[src/common/btac_consts.svh]
`ifndef BTAC_CONSTS_SVH
`define BTAC_CONSTS_SVH

// Index bits for both tables, 64 entries each
`define BTAC_INDEX_BITS 6

// Fetch and branch address width
`define BTAC_PC_BITS 32

// Counter value written by a flush (weakly not taken)
`define BTAC_COUNT_FLUSH 2'd1

`endif
[src/logic/predictor_table.sv]
`include "btac_consts.svh"

module predictor_table #(
  parameter type entry_type = logic [1:0]
) (
  input  logic                        clock,
  input  logic                        wen,
  input  logic [`BTAC_INDEX_BITS-1:0] waddr,
  input  entry_type                   wdata,
  input  logic [`BTAC_INDEX_BITS-1:0] raddr_a,
  input  logic [`BTAC_INDEX_BITS-1:0] raddr_b,
  output entry_type                   rdata_a,
  output entry_type                   rdata_b
);

  localparam int depth = 1 << `BTAC_INDEX_BITS;

  entry_type table_mem [0:depth-1];

  // Both read ports are combinational
  assign rdata_a = table_mem[raddr_a];  // Lookup side
  assign rdata_b = table_mem[raddr_b];  // Update side

  always_ff @(posedge clock) begin
    if (wen) begin
      table_mem[waddr] <= wdata;
    end
  end

  // An unknown write address would corrupt an arbitrary entry
  assert property (@(posedge clock) wen |-> !$isunknown(waddr))
    else $error("predictor_table: write with unknown address");

endmodule

[config.mk]
export PLATFORM = sky130hd
export DESIGN_NAME = predictor_table
export DESIGN_NICKNAME = d
export VERILOG_FILES = /design/src/logic/predictor_table.sv
export VERILOG_INCLUDE_DIRS = /design/src /design/src/common
export SDC_FILE = /design/constraint.sdc
export NUM_CORES = 1
export LEC_CHECK = 0
export BUFFER_PORTS_ARGS = -buffer_cell sky130_fd_sc_hd__buf_2
export CAP_MARGIN = 20
export CORE_UTILIZATION = 30
export CTS_BUF_LIST = sky130_fd_sc_hd__clkbuf_4
export CTS_CLUSTER_SIZE = 16
export DETAILED_ROUTE_END_ITERATION = 7
export GPL_ROUTABILITY_DRIVEN = 0
export PLACE_DENSITY = 0.53
export SYNTH_ARGS = -nofsm -noshare
export SYNTH_HDL_FRONTEND = slang
export SYNTH_SLANG_ARGS = --single-unit
[constraint.sdc]
create_clock -name clock -period 4.3 [get_ports clock]
set_input_delay 1.29 -clock clock [delete_from_list [all_inputs] [get_ports clock]]
set_output_delay 1.29 -clock clock [all_outputs]
set_load 0.05 [all_outputs]
==> run_results.csv, run 1 <==
group,metric,value,unit
cts,cts.htree.levels,4,
floorplanning,die_h,149,µm
placed_design,dpl.hpwl,11800,µm
cts,clk_path_buf_depth,2,
logic_synthesis,synth_top_area_share,59.4,%
global_routing,antenna_found_initial,1,
logic_synthesis,synth_xor_xnor_area_share,0,%
sta,rsz0062_at_grt,"yes",
sta,drv_slew,0,
sta,setup_viol,0,
pwr,p_sw,635,µW
status,status,"finished clean",
logic_synthesis,ys_seq_area_share,59.4,%
detailed_routing,drtAntennaViolNets,0,
detailed_routing,vias,4127,
cts,cts-buffers-inserted,17,
floorplanning,row_count,53,
critical_path,cp.depth,9,
critical_path,cp_cell_sequence,"clkbuf_4 > buf_12 > buf_6 > mux4_2 > a22o_1 > o21ai_1 > a21oi_1 > a211o_1 > buf_6",
sta,finalHoldViolCount,0,
pwr,irDropWorstVdd,0.000131,V
finish,nets,482,
sta,slew_headroom,48.5,%
finish,postLayoutCellArea,7780,µm²
sta,fin_ws,0.0415,ns
global_routing,grt_pass1_wl,26000,µm
floorplanning,die-area,22200,µm²
sta,fin_crit_sh,99.0,%
detailed_routing,drc,0,
detailed_routing,drt_iter0_markers,419,
critical_path,crit_fanout,5,
logic_synthesis,synthTopCellsByArea,"edfxtp_1, mux4_2, mux4_1",
pwr,p_int,1.94,mW
placed_design,place_ws,-0.263,ns
critical_path,cp_top_family,"compound AO/OA/AOI/OAI gates",
global_routing,grt_max_degree,65,
finish,n_fill_cell,2027,
logic_synthesis,syn_area,6470,µm²
logic_synthesis,synth-seq-cells,128,
floorplanning,dieWidth,149,µm
critical_path,crit_arrival,2.97,ns
critical_path,crit_top_cell,"buf_6",
sta,tightestPinTransition,0.771,ns
min_path,hold_path_depth,1,
cts,root_buffer,"clkbuf_4",
logic_synthesis,yosys.area_share.simple,9.24,%
pwr,powerDensity,331,nW/µm²
detailed_routing,wl_per_cell,23.4,µm
finish,top_regs,"table_mem x128",
cts,cts.clk_slew.worst_paths,0.11,ns
pwr,swShare,24.7,%
sta,fmax,235,MHz
floorplanning,core,21100,µm²
pwr,pwr-share-clk,33.2,%
cts,cts_tree,"done",
placed_design,io_buffer_count,25,
critical_path,critPathBufInv,4,
logic_synthesis,synth_top_area_cell,"edfxtp_1",
floorplanning,pin_count,26,
logic_synthesis,synth_common_cells,"edfxtp_1, nor2_1, mux4_2",
logic_synthesis,syn_area_per_cell,16.1,µm²
min_path,hp-class,"in2reg",
logic_synthesis,yosys_warnings,0,
finish,regMostFlops,"table_mem",
finish,largest_reg_flops,128,
run,drv_cap,0,
finish,syn_to_final_growth,20.1,%
logic_synthesis,synth_fa_ha_area_share,0,%
logic_synthesis,synth_most_common_cell,"edfxtp_1",
critical_path,end_kind,"output port",
logic_synthesis,synthFlopType,"edfxtp_1",
critical_path,cp-start-kind,"input pin",
global_routing,grt_pass1_vias,4151,
finish,finish.utilization,36.9,%
finish,drive_above_1_share,34.9,%
floorplanning,start_util,30.7,%
logic_synthesis,synth_cell_types,42,
pwr,comb_power_share,13.1,%
global_routing,grt-ovfl-total,0,
critical_path,worstSetupPathType,"in2out",
critical_path,cp_slowest_stage_delay,0.32,ns
logic_synthesis,synth_nets,425,
placed_design,place_area,7110,µm²
critical_path,worstPathRequired,3.01,ns
logic_synthesis,synth-compound-area-share,5.16,%
detailed_routing,vias_per_cell,5.51,
logic_synthesis,synth_top_family_by_area,"multiplexers",
logic_synthesis,async_reset_ff_share,0,%
logic_synthesis,netlist_instances,403,
pwr,p_leak,2.47,nW
cts,cts_num_sinks,128,
critical_path,critical-path-slowest-cell,"mux4_2",
logic_synthesis,muxShareOfSynthArea,23.5,%
logic_synthesis,synth_edf_count,128,
pwr,seqPwrFrac,53.7,%
sta,period_needed,4.26,ns
global_routing,track_usage,16.5,%
detailed_routing,totalWireLength,17500,µm
detailed_routing,first_pass_iters,5,
## metal layers
metal	global-route usage, %	share of wire (%)	wire length [µm]
met1	22.7	44	7670
met2	25.3	47	8240
met4	6.02	2.0	354
met3	3.76	7.1	1240
met5	0	0	0
## repair_timing
item / in CTS / in global routing
endpoints found under the hold margin: 0 / 0
buffers inserted: 3 / 0
pin swaps: 3 / 3
gates cloned: 2 / 2
hold buffers: 0 / 0
setup endpoints to repair: 4 / 4
resized for setup: 30 / 21
## power by group through the flow
stage / Combinational (mW) / Clock, mW / Sequential, mW
final: 0.338 / 0.854 / 1.38
after global routing: 0.359 / 0.915 / 1.38
after CTS: 0.320 / 0.871 / 1.38
after detailed placement: 0.291 / 0 / 1.41
after global placement: 0.289 / 0 / 1.41
after floorplan: 0.178 / 0 / 1.41
## area by class of cell
| cell class | count | area (µm²) | share of cell area (%) |
|---|---|---|---|
| Antenna cell | 1 | 2.50 | 0.0322 |
| Clock buffer | 19 | 143 | 1.83 |
| Clock inverter | 13 | 145 | 1.87 |
| Inverter | 1 | 3.75 | 0.0483 |
| Multi-Input combinational cell | 247 | 2600 | 33.4 |
| Sequential cell | 128 | 3840 | 49.4 |
| Tap cell | 275 | 344 | 4.42 |
| Timing Repair Buffer | 65 | 701 | 9.01 |
## per-stage QoR
stage	total power, mW	hold WS (ns)	setup TNS (ns)	std cells
2_1_floorplan	1.59	1.39	0	403
3_3_place_gp	1.70	1.75	-1.00	707
3_5_place_dp	1.70	1.76	-0.904	707
4_1_cts	2.57	1.15	-0.00263	744
5_1_grt	2.66	1.07	-0.0735	748
6_report	2.57	1.11	0	749
## path summary, 6_finish.rpt
kind                  startpoint                         end  slack, ns
worst max-delay path  raddr_b[1]                  rdata_b[0]       0.04
worst min-delay path    wdata[1]  table_mem[39][1]$_DFFE_PP_       1.11
## kinds of logic after synthesis
| kind of cell | count (synthesis) |
|---|---|
| and+or+nand+nor | 131 |
| muxes | 71 |
| AOI/OAI and AO/OA | 45 |
| DFF | 128 |
| buffers and inverters | 28 |
## layout by cell type (no fill, tap or decap), drive strengths merged, types with 7 or more instances in the layout
cell | synthesis | final
nand3 | 10 | 10
nor2b | 11 | 11
nand2b | 7 | 7
clkbuf | 10 | 22
buf | 17 | 62
mux2i | 7 | 7
edfxtp | 128 | 128
nand2 | 16 | 16
nor2 | 71 | 71
o21ai | 7 | 7
a22oi | 8 | 8
mux4 | 61 | 61
clkinv | 0 | 8
Note: power is estimated with default switching activity, not from simulation.
==> run 2, diff against run 1 <==
--- a/config.mk
+++ b/config.mk
@@ -8,12 +8,14 @@
 export LEC_CHECK = 0
 export BUFFER_PORTS_ARGS = -buffer_cell sky130_fd_sc_hd__buf_2
 export CAP_MARGIN = 20
+export CELL_PAD_IN_SITES_DETAIL_PLACEMENT = 1
+export CELL_PAD_IN_SITES_GLOBAL_PLACEMENT = 1
 export CORE_UTILIZATION = 30
 export CTS_BUF_LIST = sky130_fd_sc_hd__clkbuf_4
 export CTS_CLUSTER_SIZE = 16
 export DETAILED_ROUTE_END_ITERATION = 7
 export GPL_ROUTABILITY_DRIVEN = 0
-export PLACE_DENSITY = 0.53
+export PLACE_DENSITY = 0.58
 export SYNTH_ARGS = -nofsm -noshare
 export SYNTH_HDL_FRONTEND = slang
 export SYNTH_SLANG_ARGS = --single-unit
==> run_results.csv, run 2 (synthesis gave the netlist of run 1 again) <==
group,metric,value,unit
sta,tightestPinTransition,0.723,ns
cts,cts.htree.levels,4,
finish,regMostFlops,"table_mem",
floorplanning,row_count,53,
global_routing,track_usage,17.7,%
min_path,hp-class,"in2reg",
critical_path,cp-start-kind,"input pin",
sta,fin_crit_sh,99.5,%
cts,cts_tree,"done",
sta,finalHoldViolCount,0,
critical_path,cp_slowest_stage_delay,0.50,ns
cts,cts-buffers-inserted,17,
sta,fmax,234,MHz
finish,top_regs,"table_mem x128",
detailed_routing,vias_per_cell,5.49,
min_path,min_to,"table_mem[53][1]$_DFFE_PP_",
placed_design,dpl.hpwl,12600,µm
finish,drive_above_1_share,34.3,%
sta,setup_viol,0,
critical_path,worstSetupPathType,"in2out",
detailed_routing,vias,4103,
finish,postLayoutCellArea,7740,µm²
critical_path,cp_cell_sequence,"buf_12 > buf_12 > mux4_2 > a22o_1 > o21ai_1 > a21oi_1 > a211o_1 > buf_6",
critical_path,crit_top_cell,"buf_12",
placed_design,io_buffer_count,25,
sta,period_needed,4.28,ns
global_routing,antenna_found_initial,0,
global_routing,grt_max_degree,65,
pwr,powerDensity,350,nW/µm²
critical_path,critical-path-slowest-cell,"mux4_2",
detailed_routing,drc,0,
sta,whs,1.12,ns
critical_path,critPathBufInv,3,
pwr,irDropWorstVdd,0.000240,V
status,status,"finished clean",
finish,largest_reg_flops,128,
floorplanning,dieWidth,149,µm
global_routing,grt_pass1_wl,27900,µm
finish,syn_to_final_growth,19.6,%
floorplanning,die_h,149,µm
global_routing,grt-ovfl-total,0,
pwr,p_int,2.04,mW
detailed_routing,drtAntennaViolNets,0,
detailed_routing,first_pass_iters,5,
pwr,comb_power_share,12.3,%
cts,cts.clk_slew.worst_paths,0.12,ns
critical_path,crit_fanout,7,
floorplanning,core,21100,µm²
pwr,pwr-share-clk,36.7,%
pwr,fin_total_pwr,2.71,mW
global_routing,use_met2,28.8,%
floorplanning,die-area,22200,µm²
cts,cts_num_sinks,128,
cts,clk_path_buf_depth,2,
sta,rsz0062_at_grt,"yes",
sta,drv_slew,0,
finish,nets,481,
global_routing,grt.met3_usage,3.52,%
global_routing,grt.busiest_layer,"met2",
finish,diodes,0,
floorplanning,pin_count,26,
finish,final_cell_mix,"edfxtp_1, nor2_1, mux4_2, buf_4, buf_2",
pwr,swShare,24.6,%
detailed_routing,drt_iter0_markers,378,
cts,root_buffer,"clkbuf_4",
critical_path,end_kind,"output port",
pwr,seqPwrFrac,51.0,%
critical_path,worstPathRequired,3.01,ns
global_routing,grtUsageMet1,24.0,%
min_path,hold_path_depth,1,
placed_design,place_area,7130,µm²
pwr,p_leak,2.46,nW
pwr,p_sw,668,µW
detailed_routing,wl_per_cell,24.6,µm
critical_path,cp_top_family,"compound AO/OA/AOI/OAI gates",
floorplanning,start_util,30.7,%
detailed_routing,totalWireLength,18400,µm
run,drv_cap,0,
global_routing,grt_pass1_vias,4413,
min_path,hold_start,"wdata[1]",
finish,final_common_cell,"edfxtp_1",
sta,slew_headroom,51.7,%
critical_path,crit_start,"raddr_b[0]",
finish,n_fill_cell,2166,
critical_path,crit_arrival,2.99,ns
-- run 2: cell count changes in the layout (fill, tap and decap cells not counted), moves of 2 or more --
cell / previous run / this run
buf_4: 21 / 24
nand3_1: 8 / 10
nand3_2: 2 / 0
bufinv_16: 3 / 5
clkinv_1: 3 / 0
clkbuf_4: 20 / 17
clkbuf_16: 2 / 0
-- run 2: through the flow --
stage / setup WS (ns) / utilization, % / cells / TNS, ns
after floorplan: 0.116 / - / 403 / 0
after global placement: -0.288 / 33.8 / 710 / -0.825
after detailed placement: -0.280 / 33.8 / 710 / -0.829
after CTS: 0.00170 / 36.1 / 744 / 0
after global routing: -0.0468 / 36.7 / 747 / -0.0473
final: 0.0208 / 36.7 / 747 / 0
-- run 2: worst max path at each step --
stage | to | slack, ns | depth (start not counted)
floorplan | rdata_b[1] | 0.12 | 8
global placement | rdata_a[0] | -0.29 | 7
detailed placement | rdata_a[0] | -0.28 | 7
CTS | rdata_b[0] | 0.002 | 8
global route | rdata_b[0] | -0.05 | 8
finish | rdata_b[0] | 0.02 | 8
-- run 2: layout make-up --
type	count	area [µm²]	share of cell area (%)
clock buffers	17	128	1.65
clock inverters	15	215	2.78
inverters	1	3.75	0.0485
multi-input cells	247	2560	33.1
flip-flops and latches	128	3840	49.6
well taps	275	344	4.44
repair buffers	64	647	8.35
-- run 2: timing repair --
| item | in CTS | in global routing |
|---|---|---|
| cloned | 1 | 0 |
| endpoints found under the hold margin | 0 | 0 |
| gates resized for setup | 31 | 15 |
| pin swaps | 4 | 6 |
| setup endpoints to repair | 4 | 4 |
| setup buffers | 1 | 1 |
| hold buffers | 0 | 0 |
-- run 2: power by group through the flow --
stage          combinational (mW)  clock [mW]  sequential [mW]
2_1_floorplan               0.178           0             1.41
3_3_place_gp                0.294           0             1.41
3_5_place_dp                0.298           0             1.41
4_1_cts                     0.321        1.02             1.38
5_1_grt                     0.355        1.06             1.38
6_report                    0.333       0.996             1.38
-- run 2: per-layer routing --
layer,up-vias,wire [µm]
li1,1784,-
met1,2176,8100
met2,130,8990
met3,13,1080
met4,0,189
met5,-,0
==> run 3, diff against run 2 <==
==> constraint.sdc (replaced) <==
create_clock -name clock -period 5.27 [get_ports clock]
set_input_delay 1.581 -clock clock [delete_from_list [all_inputs] [get_ports clock]]
set_output_delay 1.581 -clock clock [all_outputs]
set_load 0.05 [all_outputs]
==> run_results.csv, run 3 (synthesis gave the netlist of run 1 again) <==
group,metric,value,unit
cts,cts-buffers-inserted,17,
floorplanning,dieWidth,149,µm
placed_design,dpl.hpwl,12100,µm
status,status,"finished clean",
finish,nets,455,
placed_design,io_buffer_count,25,
floorplanning,row_count,53,
finish,final_common_cell,"edfxtp_1",
detailed_routing,vias_per_cell,5.46,
sta,finalHoldViolCount,0,
critical_path,cp-start-kind,"input pin",
placed_design,place_area,6900,µm²
cts,post_cts_buffers,0,
cts,cts_tree,"done",
sta,fin_crit_sh,97.9,%
floorplanning,start_util,30.7,%
finish,largest_reg_flops,128,
global_routing,grt_max_degree,65,
floorplanning,die_h,149,µm
cts,root_buffer,"clkbuf_4",
global_routing,grt-ovfl-total,0,
floorplanning,core,21100,µm²
pwr,powerDensity,279,nW/µm²
finish,diodes,0,
detailed_routing,drc,0,
sta,slew_headroom,51.1,%
critical_path,crit_arrival,3.58,ns
finish,postLayoutCellArea,7210,µm²
cts,cts.clk_slew.worst_paths,0.11,ns
pwr,irDropWorstVdd,0.000118,V
critical_path,worstSetupPathType,"in2out",
sta,setup_viol,0,
min_path,hp-class,"in2reg",
detailed_routing,drt_iter0_markers,400,
finish,regMostFlops,"table_mem",
sta,drv_slew,0,
sta,tns,0,ns
critical_path,end_kind,"output port",
run,drv_cap,0,
sta,tightestPinTransition,0.731,ns
detailed_routing,wl_per_cell,24.8,µm
detailed_routing,drtAntennaViolNets,0,
detailed_routing,totalWireLength,17900,µm
cts,cts_num_sinks,128,
finish,final_cell_mix,"edfxtp_1, nor2_1, mux4_2, buf_2, clkbuf_4",
global_routing,grt_pass1_vias,4146,
cts,clk_path_buf_depth,2,
global_routing,grt_pass1_wl,27200,µm
floorplanning,pin_count,26,
detailed_routing,first_pass_iters,4,
finish,drive_above_1_share,27.6,%
pwr,p_leak,2.24,nW
finish,syn_to_final_growth,11.3,%
detailed_routing,vias,3938,
critical_path,crit_fanout,10,
global_routing,antenna_found_initial,0,
sta,period_needed,5.16,ns
sta,rsz0062_at_grt,"no",
critical_path,worstPathRequired,3.69,ns
floorplanning,die-area,22200,µm²
cts,cts.htree.levels,4,
sta,fmax,194,MHz
global_routing,track_usage,17.3,%
finish,top_regs,"table_mem x128",
==> run 3: cell count changes in the layout (fill, tap and decap cells not counted), sizes merged <==
cell	before	now
buf	64	37
clkbuf	17	21
clkinv	6	10
bufinv	5	2
clkinvlp	3	0
inv	2	1
==> run 3: worst paths after layout <==
kind / start / endpoint / slack, ns / cells past startpoint
worst max-delay path: raddr_a[0] / rdata_a[0] / 0.11 / 7
worst min-delay path: wdata[1] / table_mem[24][1]$_DFFE_PP_ / 1.38 / 1
==> run 3: critical path, cell delays in order <==
cell	delay [ns]
clkbuf_4	0.26
mux4_1	0.57
nor2b_1	0.17
a2111oi_2	0.45
nor3_1	0.09
a22o_1	0.24
buf_2	0.21
==> run 3: final cells by class <==
cell class              count  area (µm²)
clock buffers              20         150
flip-flops and latches    128        3840
multi-input cells         247        2460
inverters                   1        3.75
well taps                 275         344
clock inverters            12         119
repair buffers             38         288
fillers                  2198       13900
==> run 3: metrics by stage <==
stage	utilization [%]	hold WS (ns)	worst slack (ns)	cells	power, mW
CTS	34.0	1.44	0.0249	719	2.02
global route	34.2	1.37	0.0199	721	2.07
global placement	32.7	2.03	0.0427	687	1.37
detailed placement	32.7	2.04	0.0327	687	1.37
floorplan	-	1.68	0.363	403	1.29
finish	34.2	1.38	0.111	721	2.01
==> run 3: what timing repair did <==
item,CTS,global route
hold buffers,0,0
setup endpoints to repair,0,2
endpoints found under the hold margin,0,0
resized for setup,0,1
==> run 3: report_power, final <==
part	total [mW]	internal (mW)	switching (mW)	leakage, nW
clock network	0.654	0.291	0.363	0.155
logic	0.225	0.0876	0.138	0.935
registers	1.13	1.13	0.00339	1.15
total	2.01	1.50	0.504	2.24
==> run 3: layer usage <==
metal / track usage [%] / wire (µm)
met3: 3.64 / 877
met2: 26.8 / 8290
met5: 0 / 0
met1: 24.5 / 8510
met4: 4.64 / 223
