===== src/common/btac_consts.svh =====
`ifndef BTAC_CONSTS_SVH
`define BTAC_CONSTS_SVH

// Index bits for both tables, 64 entries each
`define BTAC_INDEX_BITS 6

// Fetch and branch address width
`define BTAC_PC_BITS 32

// Counter value written by a flush (weakly not taken)
`define BTAC_COUNT_FLUSH 2'd1

`endif

===== src/logic/index_counter.sv =====
`include "btac_consts.svh"

module index_counter (
  input  logic                        clock,
  input  logic                        reset,
  input  logic                        start,
  output logic [`BTAC_INDEX_BITS-1:0] index,
  output logic                        last
);

  logic active;

  assign last = active && (index == '1);

  always_ff @(posedge clock) begin
    if (!reset) begin
      index  <= '0;
      active <= 1'b1;  // Reset itself begins a walk from entry 0
    end else if (start) begin
      index  <= '0;
      active <= 1'b1;
    end else if (active) begin
      if (last) begin
        active <= 1'b0;  // Hold at the top entry until the next start
      end else begin
        index <= index + 1'b1;
      end
    end
  end

endmodule


===== config.mk =====
export PLATFORM = sky130hd
export DESIGN_NAME = index_counter
export DESIGN_NICKNAME = d
export VERILOG_FILES = /design/src/logic/index_counter.sv
export VERILOG_INCLUDE_DIRS = /design/src /design/src/common
export SDC_FILE = /design/constraint.sdc
export NUM_CORES = 1
export LEC_CHECK = 0
export BUFFER_PORTS_ARGS = -buffer_cell sky130_fd_sc_hd__buf_2
export CAP_MARGIN = 25
export CORE_AREA = 4 4 41 43
export CTS_BUF_LIST = sky130_fd_sc_hd__clkbuf_4
export CTS_CLUSTER_DIAMETER = 30
export DETAILED_ROUTE_END_ITERATION = 7
export DIE_AREA = 0 0 45 47
export PLACE_DENSITY = 0.47
export SYNTH_ARGS = -nofsm -noshare
export SYNTH_HDL_FRONTEND = slang
export SYNTH_SLANG_ARGS = --single-unit

===== constraint.sdc =====
create_clock -name clock -period 1.6 [get_ports clock]
set_input_delay 0.4 -clock clock [delete_from_list [all_inputs] [get_ports clock]]
set_output_delay 0.4 -clock clock [all_outputs]
set_load 0.02 [all_outputs]

==> results of run 1 <==
==> worst paths after layout <==
path,start,to,cells after the start
setup reg to reg,index[3],index[0],4
hold / removal,index[1],index[1],2
setup / recovery,index[3],last,4
hold reg to reg,index[1],index[1],2
==> synth_stat cells <==
library cell,number
nand2b_1,2
nand3_2,1
o21ai_0,1
and3_4,1
nor2b_1,1
mux2i_1,2
a31oi_4,1
nor2_1,1
a31oi_1,3
nand2_1,4
clkbuf_1,1
and4_2,1
o21ai_1,1
a21oi_1,1
and3b_1,2
nand3b_1,1
nand4_1,1
inv_1,1
and3_1,1
ha_1,1
and2_1,1
dfxtp_1,7
==> placed cells by master (no fill, tap or decap), drive strengths merged <==
cell type / count
o21ai: 2
inv: 1
nand3b: 1
dfxtp: 7
nor2b: 1
a21oi: 1
and4: 1
nand2: 4
and2: 1
mux2i: 2
nand3: 1
and3b: 2
buf: 15
nand4: 1
and3: 2
clkbuf: 4
nand2b: 2
ha: 1
nor2: 1
a31oi: 4
==> layer usage <==
metal / routed length [um] / vias up / track usage [%]
li1: - / 167 / -
met1: 372 / 147 / 10.8
met2: 410 / 10 / 14.4
met3: 70 / 2 / 6.13
met4: 8 / 0 / 3.51
met5: 0 / - / 0
==> flip-flops by register name, indices dropped and copies added, names as in the netlist <==
signal  cells
index       6
active      1
==> per-stage QoR <==
stage	power, mW	TNS, ps	hold WS, ps	worst slack [ps]
floorplan	0.195	0	557	14.1
global placement	0.203	0	494	160
detailed placement	0.203	0	493	137
CTS	0.390	0	471	21.5
global route	0.403	-0.169	527	-0.169
finish	0.379	0	501	55.5
==> area by class of cell <==
cell class	count	area [um^2]	area share [%]
multi-input cells	27	228	42.9
clock buffers	4	30.0	5.66
well taps	15	18.8	3.54
flip-flops and latches	7	154	29.0
repair buffers	15	96.3	18.2
inverters	1	3.75	0.708
==> report_power, final <==
| group | internal, mW | switching (mW) | leakage (nW) | total, mW |
|---|---|---|---|---|
| Combinational | 0.00979 | 0.0106 | 0.169 | 0.0204 |
| Clock | 0.112 | 0.0683 | 0.0184 | 0.181 |
| Sequential | 0.174 | 0.00376 | 0.0600 | 0.177 |
| Total | 0.296 | 0.0827 | 0.248 | 0.379 |
==> cells by family after synthesis <==
logic type	share of synthesized area, %
DFF	40.3
buffers and inverters	2.16
muxes	5.76
adders and majority gates	3.60
and+or+nand+nor	32.4
AOI/OAI and AO/OA	15.8
==> worst reg2reg max path: cells and delay by family (launching register included) <==
kind / cells / cell delay [ps]
simple gates: 1 / 190
mux: 1 / 200
buf+inv: 1 / 160
compound gates: 1 / 220
flops: 1 / 340
==> repair_timing <==
item / CTS / global route
resized for setup: 6 / 9
pin swaps: 1 / 3
buffers inserted: 1 / 3
endpoints found under the setup margin: 1 / 1
cloned: 0 / 0
==> results.md, run 1 <==
- Status: completed
- Initial Util: between 20% and 30%
- Leak Pwr: roughly 0.25 nW
- Peak VDD IR: around 0.4 mV
- Number of remaining DRC errors: 0
- Vias per Instance: about 4.7
- Worst-margin pin slew: around 310 ps
- HPWL Detailed: between 500 and 600 um
- DIE AREA: 2120 um^2
- Area of the core: 1300 um^2
- GRT Overall Usage: under 10%
- First-pass GRT wire length: 1390 um
- Max-cap violations: 0
- Clock slew at reported path FFs: 50 ps
- Filler cells: 142
- Power density over the cells: 713 nW/um^2
- Crit share post-route: between 90% and 100%
- Post-layout util: between 40% and 50%
- Number of clock sinks: 7
- R2R Setup Slk: roughly 420 ps
- WS Path Type: reg2out
- CTS tree: yes
- CP Buf/Inv Count: 1
- Area of placed instances: ~420 um^2
- Setup crit start kind: flop
- Max Slew Vio Count: 0
- Port Buf Inserts: 9
- Initial antenna violation count: 0
- Via count: between 300 and 400
- Post-synth net total: 40
- Vias in the first global route: 296
- Minimum clock period: 1540 ps
- Clock root buffer: clkbuf_4
- Worst hold path type: reg2reg
- Post-route cell area: 531 um^2
- Max frequency: 647 MHz
- CTS HTree Levels: 1
- Share of cells above drive strength 1: 55.6%
- CTS Buf Count: 3
- Die height: around 47 um
- Flops & latches, synth: 7
- Skew-Pair Late Insertion Delay: between 200 and 300 ps
- Netlist cell types: 22
- Final hold viol count: 0
- Routed wire per std cell: between 10 and 15 um
- Clock skew: 0.985 ps
- Initial DRC Count: 3
- Die W: 45 um
- Slew margin rel.: between 70% and 80%
- Worst-path cell chain: and3_4 -> nand3_4 -> nor2_4 -> buf_6
- Final wirelength: 862 um
- Post-CTS Hold Fix Bufs: 0
- Routability Congestion: roughly 0.68
- Routed Antenna Nets: 0
- Synthesis-to-finish area growth: 52.5%
- Placed cell count: 61
- CP Data Arrival Time: between 1000 and 1500 ps
- Sequential fraction of the synthesis area: between 40% and 50%
- Initial DRT Pass Iterations: 2
- Clk buf depth: 2
- Crit-path max FO: 3
- Final setup viols: 0
- Gr ovfl total: 0
- # IOs: 10
- N_diodes: 0
- Post-Syn Area: approximately 350 um^2
- CP max-delay cell: dfxtp_4
- Core Rows: 13
- Largest net degree at the start of global routing: 10
- Nets@finish: 59
- Gate Count Post-Synth: 36
- CP Data Required Time: about 1200 ps
- CP max stage delay: approximately 350 ps
- Ys Warns: 0
- Syn_area_per_cell: roughly 9.7 um^2
- Final std cells w/o fill: 69
- Post-synth top area cell: dfxtp_1
- Top cell type's share of synthesized area: ~40%
- Leading post-synthesis cells by cell area: dfxtp_1 40%, a31oi_4 6.1%, mux2i_1 5.8%
- CP endpoint kind: output port
- Cell family with most CP delay: simple AND/OR/NAND/NOR gates
Note: power is estimated with default switching activity, not from simulation.
==> run 2: changes to the inputs <==
--- a/config.mk
+++ b/config.mk
@@ -8,2 +8,3 @@
 export LEC_CHECK = 0
+export ABC_AREA = 1
 export BUFFER_PORTS_ARGS = -buffer_cell sky130_fd_sc_hd__buf_2
@@ -15,3 +16,3 @@
 export DIE_AREA = 0 0 45 47
-export PLACE_DENSITY = 0.47
+export PLACE_DENSITY = 0.48
 export SYNTH_ARGS = -nofsm -noshare
==> constraint.sdc (replaced) <==
create_clock -name clock -period 1.6 [get_ports clock]
set_input_delay 0.16 -clock clock [delete_from_list [all_inputs] [get_ports clock]]
set_output_delay 0.16 -clock clock [all_outputs]
set_load 0.01 [all_outputs]
==> run 2 against run 1 <==
  * Power is 0.70% lower
  * Utilization is 4.9 points lower
  * Final cell count up 20%
  * Clock skew is essentially flat
  * Global-route usage rose by 0.29 points
  * Synthesized cell count up 53%
  * Sequential share of layout area up 2.6 points
  * Sequential cell count did not move
  * Clock power hardly changed
  * Combinational power decreased by 18%
  * Largest cell class unchanged
  * Highest routed layer unchanged
==> results.md, run 2 <==
- Clock root buffer: clkbuf_4 (unchanged)
- Clk buf depth: 2 (unchanged)
- Status: completed (unchanged)
- Count leader, synth: nand2_1 (was dfxtp_1)
- Metal-1 WL: 381 um (was 372 um)
- Crit share post-route: 90.8% (was 96.5%)
- Via count: 371 (was 326)
- CTS Buf Count: 3 (unchanged)
- Largest register FFs: 6 (unchanged)
- Initial Util: 27.5% (was 26.7%)
- Post-route cell area: 467 um^2 (was 531 um^2)
- Max frequency: 688 MHz (was 647 MHz)
- Top flop regs: index: 6 flops, active: 1 flops (unchanged)
- Synthesis-to-finish area growth: 30.4% (was 52.5%)
- Fin Setup TNS: 0 ps (unchanged)
- Met2 wire len: 327 um (was 410 um)
- Power density over the cells: 805 nW/um^2 (was 713 nW/um^2)
- Number of clock sinks: 7 (unchanged)
- Cell family with most CP delay: flip-flops (was simple AND/OR/NAND/NOR gates)
- Netlist cell types: 13 (was 22)
- Routability Congestion: 0.791 (was 0.682)
- Minimum clock period: 1450 ps (was 1540 ps)
- Share of cells above drive strength 1: 33.8% (was 55.6%)
- Filler cells: 154 (was 142)
- N_diodes: 0 (unchanged)
- Worst-margin pin slew: 391 ps (was 311 ps)
- Gr ovfl total: 0 (unchanged)
- Sequential fraction of the synthesis area: 39.2% (was 40.3%)
- Crit-path max FO: 6 (was 3)
- Core Rows: 13 (unchanged)
- Leak Pwr: 0.234 nW (was 0.248 nW)
- Synth cell count leaders: 13 x nand2_1, 11 x nor2_1, 7 x dfxtp_1, 7 x inv_1 (was 7 x dfxtp_1, 4 x nand2_1, 3 x a31oi_1)
- Worst hold path type: in2reg (was reg2reg)
- CP Data Required Time: 1440 ps (was 1200 ps)
- HPWL Detailed: 595 um (was 567 um)
- Post-synth EDFFs: 0 (unchanged)
- Met3 WL: 49 um (was 70 um)
- CP endpoint kind: output port (unchanged)
- Die height: 47 um (unchanged)
- Post-CTS Hold Fix Bufs: 0 (unchanged)
- # IOs: 10 (unchanged)
- Clock slew at reported path FFs: 50 ps (about the same)
- Routed wire per std cell: 9.67 um (was 12.5 um)
- Max Slew Vio Count: 0 (unchanged)
- Gate Count Post-Synth: 55 (was 36)
- CP Data Arrival Time: 1290 ps (was 1140 ps)
- Max-cap violations: 0 (unchanged)
- Highest-count cells in the layout ignoring fill and taps: 13 x nand2_1, 11 x nor2_1, 9 x buf_2 (was 8 x buf_2, 6 x buf_4, 4 x nand2_1, 4 x clkbuf_4)
- Slew margin rel.: 73.8% (was 79.3%)
- Flops & latches, synth: 7 (unchanged)
- CP Buf/Inv Count: 2 (was 1)
- Initial DRT Pass Iterations: 4 (was 2)
- Final hold viol count: 0 (unchanged)
- Post-Syn Area: 358 um^2 (was 348 um^2)
- Port Buf Inserts: 9 (unchanged)
- Initial DRC Count: 3 (unchanged)
- RSZ-0062 raised after global routing: no
- Post-synth top flop: dfxtp_1 (unchanged)
- Fin worst setup slack: 147 ps (was 55.5 ps)
- Leading post-synthesis cells by cell area: dfxtp_1 39%, nand2_1 14%, nor2_1 12% (was dfxtp_1 40%, a31oi_4 6.1%, mux2i_1 5.8%)
- Skew-Pair Late Insertion Delay: 250 ps (about the same)
- Syn_area_per_cell: 6.51 um^2 (was 9.66 um^2)
- Vias in the first global route: 336 (was 296)
- WS Path Type: reg2out (unchanged)
- First-pass GRT wire length: 1370 um (was 1390 um)
- Post-layout util: 35.9% (was 40.8%)
- Asr flop ratio synth: 0% (unchanged)
- Area of the core: 1300 um^2 (unchanged)
- Largest net degree at the start of global routing: 7 (was 10)
- Post-cts repair resize count: 0 (was 6)
- Most common cell after layout, fill and taps aside: nand2_1 (was buf_2)
- Top cell type's share of synthesized area: 39.2% (was 40.3%)
- Area of placed instances: 422 um^2 (was 423 um^2)
- Final wirelength: 803 um (was 862 um)
- CP max stage delay: 370 ps (was 350 ps)
- Initial antenna violation count: 0 (unchanged)
- Routed Antenna Nets: 0 (unchanged)
- Clock skew: 1.32 ps (was 0.985 ps)
- Post-synth net total: 59 (was 40)
- GRT Overall Usage: 9.81% (was 9.52%)
- Ys Warns: 0 (unchanged)
- Final setup viols: 0 (unchanged)
- Nets@finish: 73 (was 59)
- Uppermost layer routed: met4 (unchanged)
- Vias per Instance: 4.47 (was 4.72)
- Post-CTS Setup Inserts: 0 (was 1)
- DIE AREA: 2120 um^2 (unchanged)
- CP max-delay cell: dfxtp_4 (unchanged)
- CTS tree: yes (unchanged)
- Die W: 45 um (unchanged)
- Worst-path cell chain: ha_2 -> nand3_2 -> inv_2 -> nand2_2 -> nor2_1 -> buf_2 (was and3_4 -> nand3_4 -> nor2_4 -> buf_6)
- Largest Register: index (unchanged)
- Peak VDD IR: 0.322 mV (was 0.389 mV)
- CTS HTree Levels: 1 (unchanged)
- Post-synth top area cell: dfxtp_1 (unchanged)
- Number of remaining DRC errors: 0 (unchanged)
- Setup crit start kind: flop (unchanged)
- Pre-CTS setup slack: 332 ps (was 137 ps)
[run 2: power breakdown]
group | internal [mW] | leakage (nW) | switching [mW]
combinational | 0.00734 | 0.157 | 0.00943
sequential | 0.175 | 0.0581 | 0.00333
clock | 0.112 | 0.0184 | 0.0681
total | 0.295 | 0.234 | 0.0808
[run 2: final timing paths]
check / cells after the start / startpoint / slack (ps) / to
setup / recovery: 6 / index[0] / 150 / last
hold reg to reg: 3 / index[0] / 530 / index[0]
setup reg to reg: 6 / index[0] / 410 / index[1]
hold / removal: 3 / start / 180 / active
[run 2: per-stage QoR]
step           instances  power (mW)  hold slack (ps)
2_1_floorplan         55       0.194              311
3_3_place_gp          79       0.201              449
3_5_place_dp          79       0.201              449
4_1_cts               83       0.386              179
5_1_grt               83       0.397              227
6_report              83       0.376              177
[run 2: area by class of cell]
type / count / area, um^2 / share of cell area (%)
clock buffer: 4 / 30.0 / 6.43
multi-input combinational: 39 / 191 / 41.0
timing repair buffer: 9 / 45.0 / 9.65
sequential: 7 / 148 / 31.6
inverter: 9 / 33.8 / 7.24
tap: 15 / 18.8 / 4.02
[run 2: cell families (layout without fill, tap and decap cells)]
family	count (synthesis)	count (layout)	share of synthesized area (%)
AND/OR/NAND/NOR	33	33	39.9
buffers and inverters	9	22	9.44
flip-flops	7	7	39.2
AO/OA/AOI/OAI	5	5	8.04
adder cells (fa/ha/maj)	1	1	3.50
[run 2: tightest hold or removal path, stage by stage]
cell     delay (ps)
buf_2            70
nor2_1           90
nand2_1          80
[run 2: routing by layer]
metal,track usage (%),vias to the layer above
met1,11.0,157
met4,12.3,0
met2,13.6,10
li1,-,199
met5,0,-
met3,2.68,5
==> run 3: changes to the inputs <==
CELL_PAD_IN_SITES_DETAIL_PLACEMENT = 1   (was not set)
CELL_PAD_IN_SITES_GLOBAL_PLACEMENT = 1   (was not set)
PLACE_DENSITY = 0.66   (was 0.48)
clock period = 1.3 ns   (was 1.6 ns; I/O delays follow)
==> run 3 against run 2 <==
  * The run now ends with setup timing left
  * Sequential share of layout area decreased by 6.1 points
  * Register-to-register slack got worse by 360 ps
  * Utilization increased by 7.8 points
  * Combinational power increased by 100%
  * Global-route usage increased by 5.1 points
==> results.md, run 3 (synthesis results as in run 2) <==
- Die W: 45 um (unchanged)
- Port Buf Inserts: 9 (unchanged)
- CP Data Arrival Time: 1190 ps (was 1290 ps)
- Clock root buffer: clkbuf_4 (unchanged)
- Initial antenna violation count: 0 (unchanged)
- Skew-Pair Late Insertion Delay: 260 ps (was 250 ps)
- Clock group share of total power: 47.7% (was 48.0%)
- Int Power: 0.373 mW (was 0.295 mW)
- Failing checks: setup timing
- R2R Setup Slk: 50 ps (was 410 ps)
- Setup crit start kind: flop (unchanged)
- Hold endpoint: index[1] (was active)
- Filler cells: 184 (was 154)
- Core Rows: 13 (unchanged)
- Reg-to-reg endpoint: index[3] (was index[1])
- Max Slew Vio Count: 0 (unchanged)
- Peak VDD IR: 0.578 mV (was 0.322 mV)
- Placed cell count: 82 (was 79)
- Clock skew: 1.12 ps (was 1.32 ps)
- Number of clock sinks: 7 (unchanged)
- CTS HTree Levels: 1 (unchanged)
- GRT Overall Usage: 14.9% (was 9.81%)
- RSZ-0062 raised after global routing: yes (was no)
- Fin Setup TNS: -19.1 ps (was 0 ps)
- Combinational power share: 7.1% (was 4.5%)
- Pre-CTS setup slack: 54.8 ps (was 332 ps)
- Post-CTS Hold Fix Bufs: 0 (unchanged)
- Initial DRT Pass Iterations: 2 (was 4)
- Clock slew at reported path FFs: 60 ps (was 50 ps)
- CP Data Required Time: 1170 ps (was 1440 ps)
- Crit share post-route: 101%
- Initial Util: 27.5% (unchanged)
- Min-Delay Startpoint: start (unchanged)
- Leak Pwr: 0.307 nW (was 0.234 nW)
- Area of the core: 1300 um^2 (unchanged)
- Via count: 429 (was 371)
- Clk buf depth: 2 (unchanged)
- Power density over the cells: 856 nW/um^2 (was 805 nW/um^2)
- Worst-margin pin slew: 278 ps (was 391 ps)
- CTS Buf Count: 3 (unchanged)
- N_diodes: 0 (unchanged)
- Initial DRC Count: 3 (unchanged)
- Sw power: 0.113 mW (was 0.0808 mW)
- Max frequency: around 760 MHz
- Status: complete, but fails checks (was completed)
- Seq. cell area: 145 um^2 (was 148 um^2)
- First-pass GRT wire length: 2090 um (was 1370 um)
- Worst hold path type: in2reg (unchanged)
- Routability Congestion: 0.746 (was 0.791)
- Top flop regs: index: 6 flops, active: 1 flops (unchanged)
- Slew margin rel.: 81.5% (was 73.8%)
- HPWL Detailed: 751 um (was 595 um)
- DIE AREA: 2120 um^2 (unchanged)
- Nets@finish: 84 (was 73)
- Share of cells above drive strength 1: 45.6% (was 33.8%)
- Post-layout util: 43.7% (was 35.9%)
- RR Startpoint: index[1] (was index[0])
- CTS tree: yes (unchanged)
- Multi-input gate area: 213 um^2 (was 191 um^2)
- Vias in the first global route: 459 (was 336)
- Gr ovfl total: 0 (unchanged)
- Final std cells w/o fill: 94 (was 83)
- Sw Share: 23.3% (was 21.5%)
- R2R depth: 7 (was 6)
- Routed wire per std cell: 13.9 um (was 9.67 um)
- Most common cell after layout, fill and taps aside: nand2_1 (unchanged)
- Synthesis-to-finish area growth: 58.7% (was 30.4%)
- Worst hold stages: 4 (was 3)
- Crit-path max FO: 2 (was 6)
- Vias per Instance: 4.56 (was 4.47)
- Fin worst setup slack: -19.1 ps (was 147 ps)
- Die height: 47 um (unchanged)
- Max-cap violations: 0 (unchanged)
- Number of remaining DRC errors: 0 (unchanged)
- Largest net degree at the start of global routing: 7 (unchanged)
- CP endpoint kind: output port (unchanged)
- Routed Antenna Nets: 0 (unchanged)
- Minimum clock period: 1320 ps
- Reg power frac: 45.2% (was 47.6%)
- Largest Register: index (unchanged)
- Final wirelength: 1310 um (was 803 um)
- Final setup viols: 1 (was 0)
- WS Path Type: reg2out (unchanged)
- Overall power: 0.486 mW (was 0.376 mW)
- Final hold viol count: 0 (unchanged)
- # IOs: 10 (unchanged)
- Largest register FFs: 6 (unchanged)
- Highest-count cells in the layout ignoring fill and taps: 13 x nand2_1, 11 x buf_4, 10 x nor2_1 (was 13 x nand2_1, 11 x nor2_1, 9 x buf_2)
run 3: metal layers:
layer	up-vias	global-route usage [%]	wire length (um)
li1	222	-	-
met1	196	14.0	500
met2	7	26.8	712
met3	4	3.45	52
met4	0	13.5	39
met5	-	0	0
run 3: power by group through the flow:
stage | clock network, mW | registers, mW | logic [mW]
6_report | 0.232 | 0.220 | 0.0343
5_1_grt | 0.258 | 0.220 | 0.0383
4_1_cts | 0.239 | 0.220 | 0.0314
3_5_place_dp | 0 | 0.225 | 0.0275
3_3_place_gp | 0 | 0.225 | 0.0269
2_1_floorplan | 0 | 0.227 | 0.0110
run 3: worst max-delay path by stage:
stage	from	cells past startpoint	to	slack [ps]
after CTS	index[1]	6	last	-30
after global placement	index[1]	7	index[2]	100
after floorplan	index[0]	6	index[1]	80
after global routing	index[0]	6	last	-90
after detailed placement	index[1]	6	index[1]	50
final	index[0]	6	last	-20
run 3: timing repair:
action,4_1_cts,5_1_grt
setup buffers,5,3
gates cloned,0,0
resized for setup,7,3
pin swaps,2,5
setup endpoints to repair,1,5
run 3: worst max-delay path, stage by stage (launching register included):
cell and delay (ps):
dfxtp_2 350, ha_4 140, nand3_2 80, inv_2 100
nand2_4 50, nor2_2 70, buf_2 130
run 3: final cells by class:
type,instances,share of cell area [%]
Clock buffer,4,5.29
Inverter,9,5.95
Tap cell,15,3.30
Timing Repair Buffer,20,22.5
Sequential cell,7,25.6
Multi-Input combinational cell,39,37.4
run 3: stage by stage:
| step | hold WS (ps) | cell area [um^2] |
|---|---|---|
| 2_1_floorplan | 281 | 358 |
| 4_1_cts | 151 | 539 |
| 3_5_place_dp | 439 | 444 |
| 6_report | 156 | 568 |
| 3_3_place_gp | 432 | 444 |
| 5_1_grt | 167 | 568 |
