$ cat config.mk
export PLATFORM = sky130hd
export DESIGN_NAME = btac_ctrl
export DESIGN_NICKNAME = d
export VERILOG_FILES = /design/src/common/btac_pkg.sv /design/src/btac/btac_ctrl.sv
export VERILOG_INCLUDE_DIRS = /design/src /design/src/common
export SDC_FILE = /design/constraint.sdc
export NUM_CORES = 1
export LEC_CHECK = 0
export BUFFER_PORTS_ARGS = -buffer_cell sky130_fd_sc_hd__buf_2
export CAP_MARGIN = 5
export CORE_AREA = 2 2 157 159
export DETAILED_ROUTE_END_ITERATION = 6
export DIE_AREA = 0 0 159 161
export PLACE_DENSITY = 0.49
export SLEW_MARGIN = 15
export SYNTH_ARGS = -nofsm -noshare
export SYNTH_HDL_FRONTEND = slang
export SYNTH_SLANG_ARGS = --single-unit
$ cat constraint.sdc
create_clock -name clock -period 1.78 [get_ports clock]
set_clock_uncertainty 0.05 [all_clocks]
set_input_delay 0.089 -clock clock [delete_from_list [all_inputs] [get_ports clock]]
set_output_delay 0.089 -clock clock [all_outputs]
set_load 0.03 [all_outputs]
$ cat src/common/btac_consts.svh
`ifndef BTAC_CONSTS_SVH
`define BTAC_CONSTS_SVH

// Index bits for both tables, 64 entries each
`define BTAC_INDEX_BITS 6

// Fetch and branch address width
`define BTAC_PC_BITS 32

// Counter value written by a flush (weakly not taken)
`define BTAC_COUNT_FLUSH 2'd1

`endif
$ cat src/common/btac_pkg.sv
`include "btac_consts.svh"

package btac_pkg;

  // One BTB line: full branch PC as tag plus the taken target
  typedef struct packed {
    logic                     valid;
    logic [`BTAC_PC_BITS-1:0] tag;
    logic [`BTAC_PC_BITS-1:0] target;
  } btb_entry_t;

  // 2-bit saturating counter, 2 and 3 mean taken
  typedef logic [1:0] bht_count_t;

  typedef enum logic {
    flush_idle,
    flush_run
  } flush_state_t;

endpackage

$ cat src/btac/btac_ctrl.sv
`include "btac_consts.svh"

module btac_ctrl (
  input  logic                        clock,
  input  logic                        reset,
  input  logic                        look_valid,
  input  logic [`BTAC_PC_BITS-1:0]    look_pc,
  input  logic                        upd_valid,
  input  logic [`BTAC_PC_BITS-1:0]    upd_pc,
  input  logic                        upd_taken,
  input  logic [`BTAC_PC_BITS-1:0]    upd_target,
  input  logic                        flushing,
  input  logic [`BTAC_INDEX_BITS-1:0] flush_index,
  input  btac_pkg::btb_entry_t        btb_rdata_a,
  input  btac_pkg::btb_entry_t        btb_rdata_b,
  input  btac_pkg::bht_count_t        bht_rdata_a,
  input  btac_pkg::bht_count_t        bht_rdata_b,
  output logic                        btb_wen,
  output logic [`BTAC_INDEX_BITS-1:0] btb_waddr,
  output btac_pkg::btb_entry_t        btb_wdata,
  output logic                        bht_wen,
  output logic [`BTAC_INDEX_BITS-1:0] bht_waddr,
  output btac_pkg::bht_count_t        bht_wdata,
  output logic [`BTAC_INDEX_BITS-1:0] look_index,
  output logic [`BTAC_INDEX_BITS-1:0] upd_index,
  output logic                        pred_valid,
  output logic                        pred_taken,
  output logic [`BTAC_PC_BITS-1:0]    pred_target,
  output logic                        pred_miss,
  output logic [`BTAC_PC_BITS-1:0]    miss_addr
);

  logic [`BTAC_PC_BITS-1:0] look_pc_q;
  logic                     look_flush_q;
  logic                     look_hit;
  logic                     upd_accept;
  logic                     upd_hit;
  logic                     upd_pred_taken;
  logic                     upd_wrong;
  btac_pkg::bht_count_t     upd_count;

  // Lookup request, index and PC are held for the read after the edge
  always_ff @(posedge clock) begin
    if (!reset) begin
      pred_valid   <= 1'b0;
      look_flush_q <= 1'b0;
    end else begin
      pred_valid   <= look_valid;
      look_flush_q <= flushing;
    end
  end

  always_ff @(posedge clock) begin
    if (look_valid) begin
      look_index <= look_pc[`BTAC_INDEX_BITS:1];
      look_pc_q  <= look_pc;
    end
  end

  // Prediction from port A
  assign look_hit = btb_rdata_a.valid && (btb_rdata_a.tag == look_pc_q);

  assign pred_taken  = pred_valid && !look_flush_q && look_hit && bht_rdata_a[1];
  assign pred_target = pred_taken ? btb_rdata_a.target : '0;

  // Update side, port B shows the entry as it was before this write
  assign upd_index  = upd_pc[`BTAC_INDEX_BITS:1];
  assign upd_accept = upd_valid && !flushing;  // Updates dropped while the tables are walked

  assign upd_hit        = btb_rdata_b.valid && (btb_rdata_b.tag == upd_pc);
  assign upd_pred_taken = upd_hit && bht_rdata_b[1];

  always_comb begin
    upd_wrong = (upd_pred_taken != upd_taken);
    if (upd_pred_taken && upd_taken && (btb_rdata_b.target != upd_target)) begin
      upd_wrong = 1'b1;  // Right direction, stale target
    end
  end

  // Saturating counter step
  always_comb begin
    upd_count = bht_rdata_b;
    if (upd_taken) begin
      if (bht_rdata_b != 2'd3) begin
        upd_count = bht_rdata_b + 2'd1;
      end
    end else if (bht_rdata_b != 2'd0) begin
      upd_count = bht_rdata_b - 2'd1;
    end
  end

  // Write port steering, a flush takes both tables over
  always_comb begin
    if (flushing) begin
      btb_wen          = 1'b1;
      btb_waddr        = flush_index;
      btb_wdata        = '0;
      bht_wen          = 1'b1;
      bht_waddr        = flush_index;
      bht_wdata        = `BTAC_COUNT_FLUSH;
    end else begin
      btb_wen          = upd_valid && upd_taken;  // Only taken branches allocate
      btb_waddr        = upd_index;
      btb_wdata.valid  = 1'b1;
      btb_wdata.tag    = upd_pc;
      btb_wdata.target = upd_target;
      bht_wen          = upd_valid;
      bht_waddr        = upd_index;
      bht_wdata        = upd_count;
    end
  end

  always_ff @(posedge clock) begin
    if (!reset) begin
      pred_miss <= 1'b0;
    end else begin
      pred_miss <= upd_accept && upd_wrong;
    end
  end

  // Redirect address for the fetch unit
  always_ff @(posedge clock) begin
    if (upd_valid) begin
      miss_addr <= upd_taken ? upd_target : upd_pc + `BTAC_PC_BITS'd4;
    end
  end

  // An update seen during a flush must never report a miss
  assert property (@(posedge clock) disable iff (!reset) $past(flushing) |-> !pred_miss)
    else $error("btac_ctrl: pred_miss after a flush cycle");

endmodule

==> impl_results.md, run 1 <==
- Outcome: finished with violations
- Failing checks: setup timing
- Antenna violations before repair: 4
- Worst setup EP type: primary output
- Mapped Nets: 741
- Data required, critical path: 1.64 ns
- Initial Util: 20.32%
- Synth cell types: 35
- Worst-margin pin slew: 0.5639 ns
- NetSw: 1.777 mW
- 1st-iter DRT viols: 158
- Core footprint: 0.02396 mm2
- Proportion of layout cells with a drive suffix above 1: 54.24%
- Fin area: 0.008496 mm2
- Int Pwr: 3.782 mW
- Die height: around 160 um
- Cell Area, Synth: about 0.0049 mm2
- Ys flop type: edfxtp_1
- Synth area leaders: edfxtp_1 (39%), xor2_1 (19%), nor2b_1 (8.4%)
- Drt total wl: between 20000 and 25000 um
- CTS buffer count: 9
- CTS tree: done
- H-tree levels: 3
- Vias: 5365
- Fillers: 2511
- Slowest stage delay, CP: 0.37 ns
- Post-CTS Setup Inserts: 0
- Die area: 0.02560 mm2
- Rel. slew slack: 62.40%
- Worst setup path startpoint: look_pc_q[15]$_DFFE_PP_
- Area share of the largest cell type after synthesis: about two fifths
- Yosys reg bits: 67
- Number of global-route vias before repair: 5482
- Setup ws final: -0.6402 ns
- First-pass GRT wire length: 34080 um
- Static Leak: between 4 and 5 nW
- Dpl cell area: 0.007612 mm2
- Pwr per Cell Area: 654.3 mW/mm2
- Num rows: 57
- Maximum VDD drop: about 0.00036 V
- Worst hold path type: in -> reg
- Startpoint types: flop
- Fmax: just over 400 MHz
- Area leader, netlist: edfxtp_1
- DRC viols: 0
- Area grow syn2layout: 74.46%
- Clock Path Buffers: 2
- Ys Warns: 0
- List of most frequent post-synthesis cells: xor2_1 (103), nor2b_1 (65), edfxtp_1 (64)
- Crit-path slowest cell: edfxtp_1
- Final net count: 1207
- ANT nets after route: 0
- DR vias/cell: slightly above 4
- Sw Share: a little under a third
- Crit path max fanout: 16
- Fin. Hold Viols: 0
- # IOs: around 400
- Post-synth ARST share: 0%
- Family with the most delay on the worst path: simple AND/OR/NAND/NOR gates
- Max-cap violations: 0
- Most numerous cell in the Yosys netlist: xor2_1
- Drt first pass iters: 4
- Max Slew Vio Count: 0
- Logic pwr share: 30.3%
- Crit-path cells: xor2_1 > nor4_2 > buf_4 > nand4_1 > nor3_2 > buf_6 > and2_1 > buf_6
- CTS Sinks: 67
- Post-synth EDFFs: 64
- Worst EP arrival: 2.28 ns
- Die Width: around 160 um
- RSZ-0062 raised after global routing: true
- Path type of the worst setup path: reg -> out
- Grt ovf: 0
- Placed cell count: 1243
- RD Place Congestion: 0.8231
- Final setup viols: 33
- Routed len/inst: 18.77 um
- Post-DP HPWL: 20400 um
- Final non-filler cell total: between 1000 and 1500
- Hold_ws: between 0.01 and 0.015 ns
- Most frequent CP cell: buf_6
- Largest net degree at the start of global routing: 59
- Tmin final: 2.420 ns
- Min-delay src: upd_target[14]
- Clock Tree Root: clkbuf_16
- Syn avg cell area: 9.798 um2
- Sequential fraction of design power: 34.7%
- Worst-path clk slew: 0.06 ns
- Syn Inst Count: 497
- Count of buffers from port buffering: 400
- Final worst path period share: 136.0%
- Clk network pwr share: 35.0%
- CP Buf/Inv Count: 3
- Total routing usage reported by global routing: a little under a fifth
- Seq/Total Area, Yosys: 40.70%
[registers in the layout, indices dropped and copies added (netlist names)]
register	count
pred_miss	1
look_pc_q	27
miss_addr	32
look_index	5
pred_valid	1
look_flush_q	1
[path summary, 6_finish.rpt]
check	to	slack [ns]	depth (start not counted)
setup / recovery	pred_target[1]	-0.64	8
hold / removal	miss_addr[14]$_DFFE_PP_	0.01	3
[power by group through the flow]
stage,registers (mW),clock network [mW],logic (mW)
floorplan,2.10,0,0.681
global placement,1.96,0,1.64
detailed placement,1.96,0,1.64
CTS,1.93,2.02,1.71
global route,1.94,2.08,1.81
finish,1.93,1.95,1.69
[worst min-delay path: cells and delay by family]
family	cells	cell delay (ns)
buffers and inverters	1	0.10
AND/OR/NAND/NOR	1	0.04
AO/OA/AOI/OAI	1	0.05
[stage by stage]
step           power [mW]  TNS [ns]  util (%)  setup slack [ns]
4_1_cts             5.660    -22.16     34.94           -0.7239
3_3_place_gp        3.597    -11.78     31.77           -0.4583
2_1_floorplan       2.785  -0.05838         -          -0.03483
6_report            5.559    -19.63     35.45           -0.6402
3_5_place_dp        3.604    -13.32     31.77           -0.4604
5_1_grt             5.833    -25.61     35.44           -0.8117
[per-layer routing]
layer  vias up  track usage [%]  share of wire, %
met3        35            5.008               7.6
met4         2            7.355               3.3
met5         -                0             0.074
met1      2414            18.09                36
met2       288            35.51                53
li1       2626                -                 -
[repair_timing]
item                                   CTS  global route
endpoints found under the hold margin   34             0
gates resized for setup                 34            52
hold buffers                            33             0
setup endpoints to repair               34            34
pin swaps                                5             1
[cell type report]
class | count | area, um2 | share of cell area (%)
Clock inverter | 6 | 88.84 | 1.046
Clock buffer | 10 | 229.0 | 2.695
Sequential cell | 67 | 1982 | 23.33
Inverter | 3 | 11.26 | 0.1325
Multi-Input combinational cell | 384 | 2709 | 31.89
Timing Repair Buffer | 498 | 3060 | 36.02
Antenna cell | 4 | 10.01 | 0.1178
Tap cell | 324 | 405.4 | 4.772
[cells by family (layout without fill, tap and decap cells)]
family | count (synthesis) | after routing | share of synthesized area, %
XOR/XNOR | 123 | 123 | 22.12
buffers and inverters | 46 | 517 | 5.139
flip-flops | 67 | 67 | 40.70
multiplexers | 6 | 6 | 1.387
AO/OA/AOI/OAI | 37 | 37 | 4.162
other | 0 | 4 | 0
AND/OR/NAND/NOR | 216 | 216 | 25.98
adder cells (fa/ha/maj) | 2 | 2 | 0.5138
[cell usage in the layout (no fill, tap or decap), types with 5 or more instances in the layout]
cell	n
nand2_1	40
a21o_1	6
xnor2_1	20
dlygate4sd3_1	33
buf_4	63
buf_2	367
nand4_1	17
nor2_1	5
nand3_1	13
xor2_1	103
and3_1	7
mux2_2	6
and2_4	9
edfxtp_1	64
nor4_1	17
buf_6	32
o21ai_1	7
o21ai_0	21
clkbuf_16	9
and2_2	21
nor2b_1	65
No activity file was read; power rests on OpenSTA's default activity.
==> run 2: changes to the inputs <==
Settings changed: CORE_AREA 2 2 157 159 to 2 2 155 157, DIE_AREA 0 0 159 161 to 0 0 157 159, PLACE_DENSITY 0.49 to 0.5.
==> impl_results.md, run 2 (same netlist as run 1, synthesis figures left out) <==
- Outcome: finished with violations
- Failing checks: setup timing
- Post-DP HPWL: 19820 um (-2.9%)
- Final non-filler cell total: 1291 (-0.39%)
- Setup WS pre-CTS: -0.5174 ns (-0.05701 ns)
- Path type of the worst setup path: reg -> out
- Antenna violations before repair: 1 (-3)
- Data required, critical path: 1.64 ns (about the same)
- Critical Path End: pred_target[27]
- Max FFs per register: 32 (unchanged)
- Drt first pass iters: 4 (unchanged)
- H-tree levels: 3 (unchanged)
- Die height: 159 um (-1.2%)
- Proportion of layout cells with a drive suffix above 1: 54.73% (+0.50 points)
- Max-cap violations: 0 (unchanged)
- Die area: 0.02496 mm2 (-2.5%)
- Drt total wl: 23840 um (-2.0%)
- Initial Util: 21.00% (+0.68 points)
- Dpl cell area: 0.007586 mm2 (-0.35%)
- Grt ovf: 0 (unchanged)
- Worst-margin pin slew: 0.6047 ns (+0.04074 ns)
- Core footprint: 0.02319 mm2 (-3.2%)
- First-pass GRT wire length: 33150 um (-2.7%)
- DRC viols: 0 (unchanged)
- Final net count: 1211 (+0.33%)
- Pwr per Cell Area: 613.2 mW/mm2 (-6.3%)
- CTS tree: done
- Diodes inserted: 0 (-4)
- Reg with most FFs: miss_addr
- ANT nets after route: 0 (unchanged)
- Crit path max fanout: 8 (-8)
- Final worst path period share: 137.9% (+1.9 points)
- Fin. Hold Viols: 0 (unchanged)
- Tmin final: 2.454 ns (+0.03407 ns)
- Max Slew Vio Count: 0 (unchanged)
- 1st-iter DRT viols: 216 (+37%)
- Largest net degree at the start of global routing: 75 (+27%)
- Commonest non-fill, non-tap cell in the layout: buf_2
- Clock Tree Root: clkbuf_16
- DR vias/cell: 4.180 (+0.97%)
- RD Place Congestion: 0.8497 (+3.2%)
- Area grow syn2layout: 76.26%
- Most frequent cells in the layout: buf_2 (355), xor2_1 (101), nor2b_1 (65), buf_4 (65), edfxtp_1 (64)
- Fmax: 407.5 MHz (-1.4%)
- Placed cell count: 1239 (-0.32%)
- RSZ-0062 raised after global routing: true
- Clock Path Buffers: 2 (unchanged)
- Worst hold path type: in -> reg
- CTS buffer count: 9 (unchanged)
- Routed len/inst: 18.47 um (-1.6%)
- Static Leak: 4.076 nW (+1.2%)
- Largest regs: miss_addr (32), look_pc_q (27), look_index (5)
- Worst-path clk slew: 0.06 ns (about the same)
- Die Width: 157 um (-1.3%)
- Startpoint types: flop
- Final setup viols: 34 (+3.0%)
- Setup ws final: -0.6742 ns (-0.03407 ns)
- Fin area: 0.008583 mm2 (+1.0%)
- Num rows: 56 (-1.8%)
- Rel. slew slack: 59.69% (-2.7 points)
- Count of buffers from port buffering: 400 (unchanged)
- Vias: 5396 (+0.58%)
- Number of global-route vias before repair: 5581 (+1.8%)
- Worst setup path startpoint: look_pc_q[27]$_DFFE_PP_
- CTS Sinks: 67 (unchanged)
- Total routing usage reported by global routing: 18.13% (-0.052 points)
- Worst EP arrival: 2.32 ns (+0.04 ns)
- # IOs: 402 (unchanged)
- Worst setup EP type: primary output
- Maximum VDD drop: 0.0004087 V (+14%)
==> run 2: changes by cell type in the layout (fill, tap and decap cells not counted), sizes merged <==
| cell | previous run | this run |
|---|---|---|
| bufinv | 2 | 0 |
| clkinv | 2 | 3 |
| diode | 4 | 0 |
| clkbuf | 10 | 12 |
| inv | 4 | 3 |
| buf | 465 | 469 |
==> run 2: area by class of cell <==
type                    count  area [um2]
clock buffers              12       236.5
clock inverters             4       21.27
fillers                  2379       14610
inverters                   3       11.26
multi-input cells         384        2770
flip-flops and latches     67        1982
well taps                 319       399.1
repair buffers            502        3163
==> run 2: power by group <==
part | total [mW] | internal (mW) | leakage [nW] | switching (mW)
sequential | 1.93 | 1.88 | 0.650 | 0.0446
clock | 1.63 | 0.935 | 0.124 | 0.698
combinational | 1.70 | 0.684 | 3.30 | 1.02
total | 5.26 | 3.50 | 4.08 | 1.76
==> run 2: per-stage QoR <==
stage / TNS (ns) / util [%] / power, mW / hold slack, ns
5_1_grt: -26.53 / 37.01 / 5.510 / 0.03914
6_report: -21.53 / 37.01 / 5.263 / 0.01790
4_1_cts: -21.74 / 36.53 / 5.346 / 0.006272
3_5_place_dp: -12.04 / 32.71 / 3.592 / 0.2180
3_3_place_gp: -10.78 / 32.71 / 3.582 / 0.2157
2_1_floorplan: -0.05838 / - / 2.785 / 0.1379
==> run 2: critical path, cell delays in order, from the launching register on <==
cell and delay (ns):
edfxtp_1 0.40, xor2_1 0.16, nor4_2 0.26, buf_4 0.14, nand4_1 0.20, nor3_4 0.25, buf_4 0.16, buf_6 0.13
and2_4 0.15, buf_6 0.12
==> run 2: timing repair <==
item	CTS	global route
pin swaps	17	22
setup buffers	2	2
cloned	0	1
setup endpoints to repair	34	34
endpoints found under the hold margin	34	0
gates resized for setup	83	28
hold buffers	33	0
==> run 2: worst min-delay path by stage <==
stage	slack, ns	cells after the start	startpoint	endpoint
floorplan	0.14	0	look_pc[1]	look_index[0]$_DFFE_PP_
global placement	0.22	1	look_pc[10]	look_pc_q[10]$_DFFE_PP_
detailed placement	0.22	1	look_pc[15]	look_pc_q[15]$_DFFE_PP_
CTS	0.006	3	upd_target[12]	miss_addr[12]$_DFFE_PP_
global route	0.04	3	upd_target[12]	miss_addr[12]$_DFFE_PP_
finish	0.02	3	upd_target[2]	miss_addr[2]$_DFFE_PP_
==> run 2: layer usage <==
metal  track usage, %  wire length, um  part of all wire, %
met1            17.99             8454                   35
met2            36.80            13200                   55
met3            3.375             1686                  7.1
met4            5.838              487                  2.0
met5                0               13                0.055
==> run 3: changes to the inputs <==
Settings changed: PLACE_DENSITY 0.5 to 0.49.
Clock period 1.78 ns to 3.1 ns, I/O delays scaled along.
==> impl_results.md, run 3 (same netlist as run 1, synthesis figures left out) <==
- Min-delay src: reset
- Total routing usage reported by global routing: 17.41% (-0.72 points)
- Slowest stage delay, CP: 0.49 ns (+0.09 ns)
- CTS Sinks: 67 (unchanged)
- Final non-filler cell total: 1228 (-4.9%)
- Path type of the worst setup path: reg -> out
- Drt first pass iters: 4 (unchanged)
- Routed len/inst: 18.37 um (-0.55%)
- Hold Crit Endpoint: look_flush_q$_SDFF_PN0_
- Commonest non-fill, non-tap cell in the layout: buf_2
- Static Leak: 3.669 nW (-10%)
- Die Width: 157 um (unchanged)
- Die area: 0.02496 mm2 (unchanged)
- Crit-path slowest cell: nor4_1
- Num rows: 56 (unchanged)
- Final net count: 1147 (-5.3%)
- RSZ-0062 raised after global routing: false
- Grt ovf: 0 (unchanged)
- Post-cts sizing count: 0 (-100%)
- Worst hold path type: in -> reg
- Worst EP arrival: 2.43 ns (+0.11 ns)
- Maximum VDD drop: 0.0002352 V (-42%)
- Antenna violations before repair: 1 (unchanged)
- Initial Util: 21.00% (unchanged)
- Crit-path cells: xor2_1 > nor4_1 > nand4_1 > nor3_2 > buf_4 > and2_1 > buf_2
- Data required, critical path: 2.89 ns (+1.25 ns)
- Clock Tree Root: clkbuf_16
- Worst-margin pin slew: 0.7768 ns (+0.1721 ns)
- Final Power: 3.114 mW (-41%)
- Fin. Hold Viols: 0 (unchanged)
- WHS Path Cells: 2 (-1)
- Worst-path clk slew: 0.06 ns (about the same)
- Max-cap violations: 0 (unchanged)
- Max Slew Vio Count: 0 (unchanged)
- First-pass GRT wire length: 31640 um (-4.5%)
- Drt total wl: 22560 um (-5.4%)
- Final worst path period share: between 80 and 90%
- Die height: 159 um (unchanged)
- Fillers: 2467 (+3.7%)
- Pwr per Cell Area: 403.6 mW/mm2 (-34%)
- Largest net degree at the start of global routing: 41 (-45%)
- Count of buffers from port buffering: 400 (unchanged)
- Tmin final: 2.638 ns
- CP Buf/Inv Count: 2 (-2)
- Placed cell count: 1179 (-4.8%)
- Most frequent cells in the layout: buf_2 (400), xor2_1 (103), nor2b_1 (65)
- Reg with most FFs: miss_addr
- Family with the most delay on the worst path: simple AND/OR/NAND/NOR gates
- Fin area: 0.007716 mm2 (-10%)
- DR vias/cell: 4.148 (-0.75%)
- Crit path max fanout: 33 (+25)
- Largest regs: miss_addr (32), look_pc_q (27), look_index (5)
- Fmax: 379.1 MHz
- Outcome: complete, no violations
- TNS Setup: 0 ns (+21.53 ns)
- Number of global-route vias before repair: 5196 (-6.9%)
- # IOs: 402 (unchanged)
- RD Place Congestion: 0.7991 (-6.0%)
- Clock Path Buffers: 2 (unchanged)
- ANT nets after route: 0 (unchanged)
- DRC viols: 0 (unchanged)
- Rel. slew slack: 48.21% (-11 points)
- Final setup viols: 0 (-100%)
- Worst setup EP type: primary output
- H-tree levels: 3 (unchanged)
- CTS buffer count: 9 (unchanged)
- Hold_ws: 0.02623 ns (+0.008330 ns)
- Area grow syn2layout: 58.45%
- Max FFs per register: 32 (unchanged)
- CTS tree: done
- Dpl cell area: 0.007077 mm2 (-6.7%)
- Vias: 5094 (-5.6%)
- 1st-iter DRT viols: 166 (-23%)
- Core footprint: 0.02319 mm2 (unchanged)
- Startpoint types: flop
- Post-DP HPWL: 18860 um (-4.8%)
- Proportion of layout cells with a drive suffix above 1: 47.58% (-7.2 points)
==> run 3: per-stage QoR <==
step           setup slack [ns]  util [%]
4_1_cts                  0.3429     33.26
5_1_grt                  0.3005     33.27
3_5_place_dp             0.7175     30.51
6_report                 0.4625     33.27
2_1_floorplan            0.9109         -
3_3_place_gp             0.7039     30.51
==> run 3: area by class of cell <==
class | instances | area (um2) | share of cell area [%]
inverter | 3 | 11.26 | 0.1459
timing repair buffer | 438 | 2367 | 30.68
sequential | 67 | 1982 | 25.69
antenna | 1 | 2.502 | 0.03243
tap | 319 | 399.1 | 5.173
multi-input combinational | 384 | 2638 | 34.18
clock inverter | 7 | 91.34 | 1.184
clock buffer | 9 | 225.2 | 2.919
==> run 3: where the power goes <==
group          switching (mW)  internal [mW]  total [mW]  leakage, nW
clock                   0.413          0.702        1.12        0.147
combinational           0.561          0.333       0.894         2.87
sequential             0.0250           1.08        1.11        0.650
==> run 3: repair_timing <==
action,in CTS,in global routing
hold endpoints to repair,32,0
endpoints found under the setup margin,0,0
hold buffers,32,0
buffers inserted,0,0
==> run 3: worst max path at each step <==
stage / depth (start not counted) / to / start / slack, ns
6_report: 7 / pred_target[14] / look_pc_q[28]$_DFFE_PP_ / 0.46
5_1_grt: 7 / pred_target[14] / look_pc_q[6]$_DFFE_PP_ / 0.30
4_1_cts: 7 / pred_target[14] / look_index[3]$_DFFE_PP_ / 0.34
3_5_place_dp: 9 / pred_miss$_SDFF_PN0_ / upd_pc[15] / 0.72
3_3_place_gp: 9 / pred_miss$_SDFF_PN0_ / upd_pc[15] / 0.70
2_1_floorplan: 6 / pred_target[22] / look_pc_q[6]$_DFFE_PP_ / 0.91
==> run 3: routing by layer <==
metal | share of wire, % | vias to the layer above | wire, um | global-route usage, %
met5 | 0 | - | 0 | 0
met1 | 36 | 2312 | 8186 | 17.91
met3 | 7.5 | 13 | 1692 | 4.056
li1 | - | 2496 | - | -
met2 | 55 | 273 | 12440 | 34.55
met4 | 1.0 | 0 | 235 | 4.462
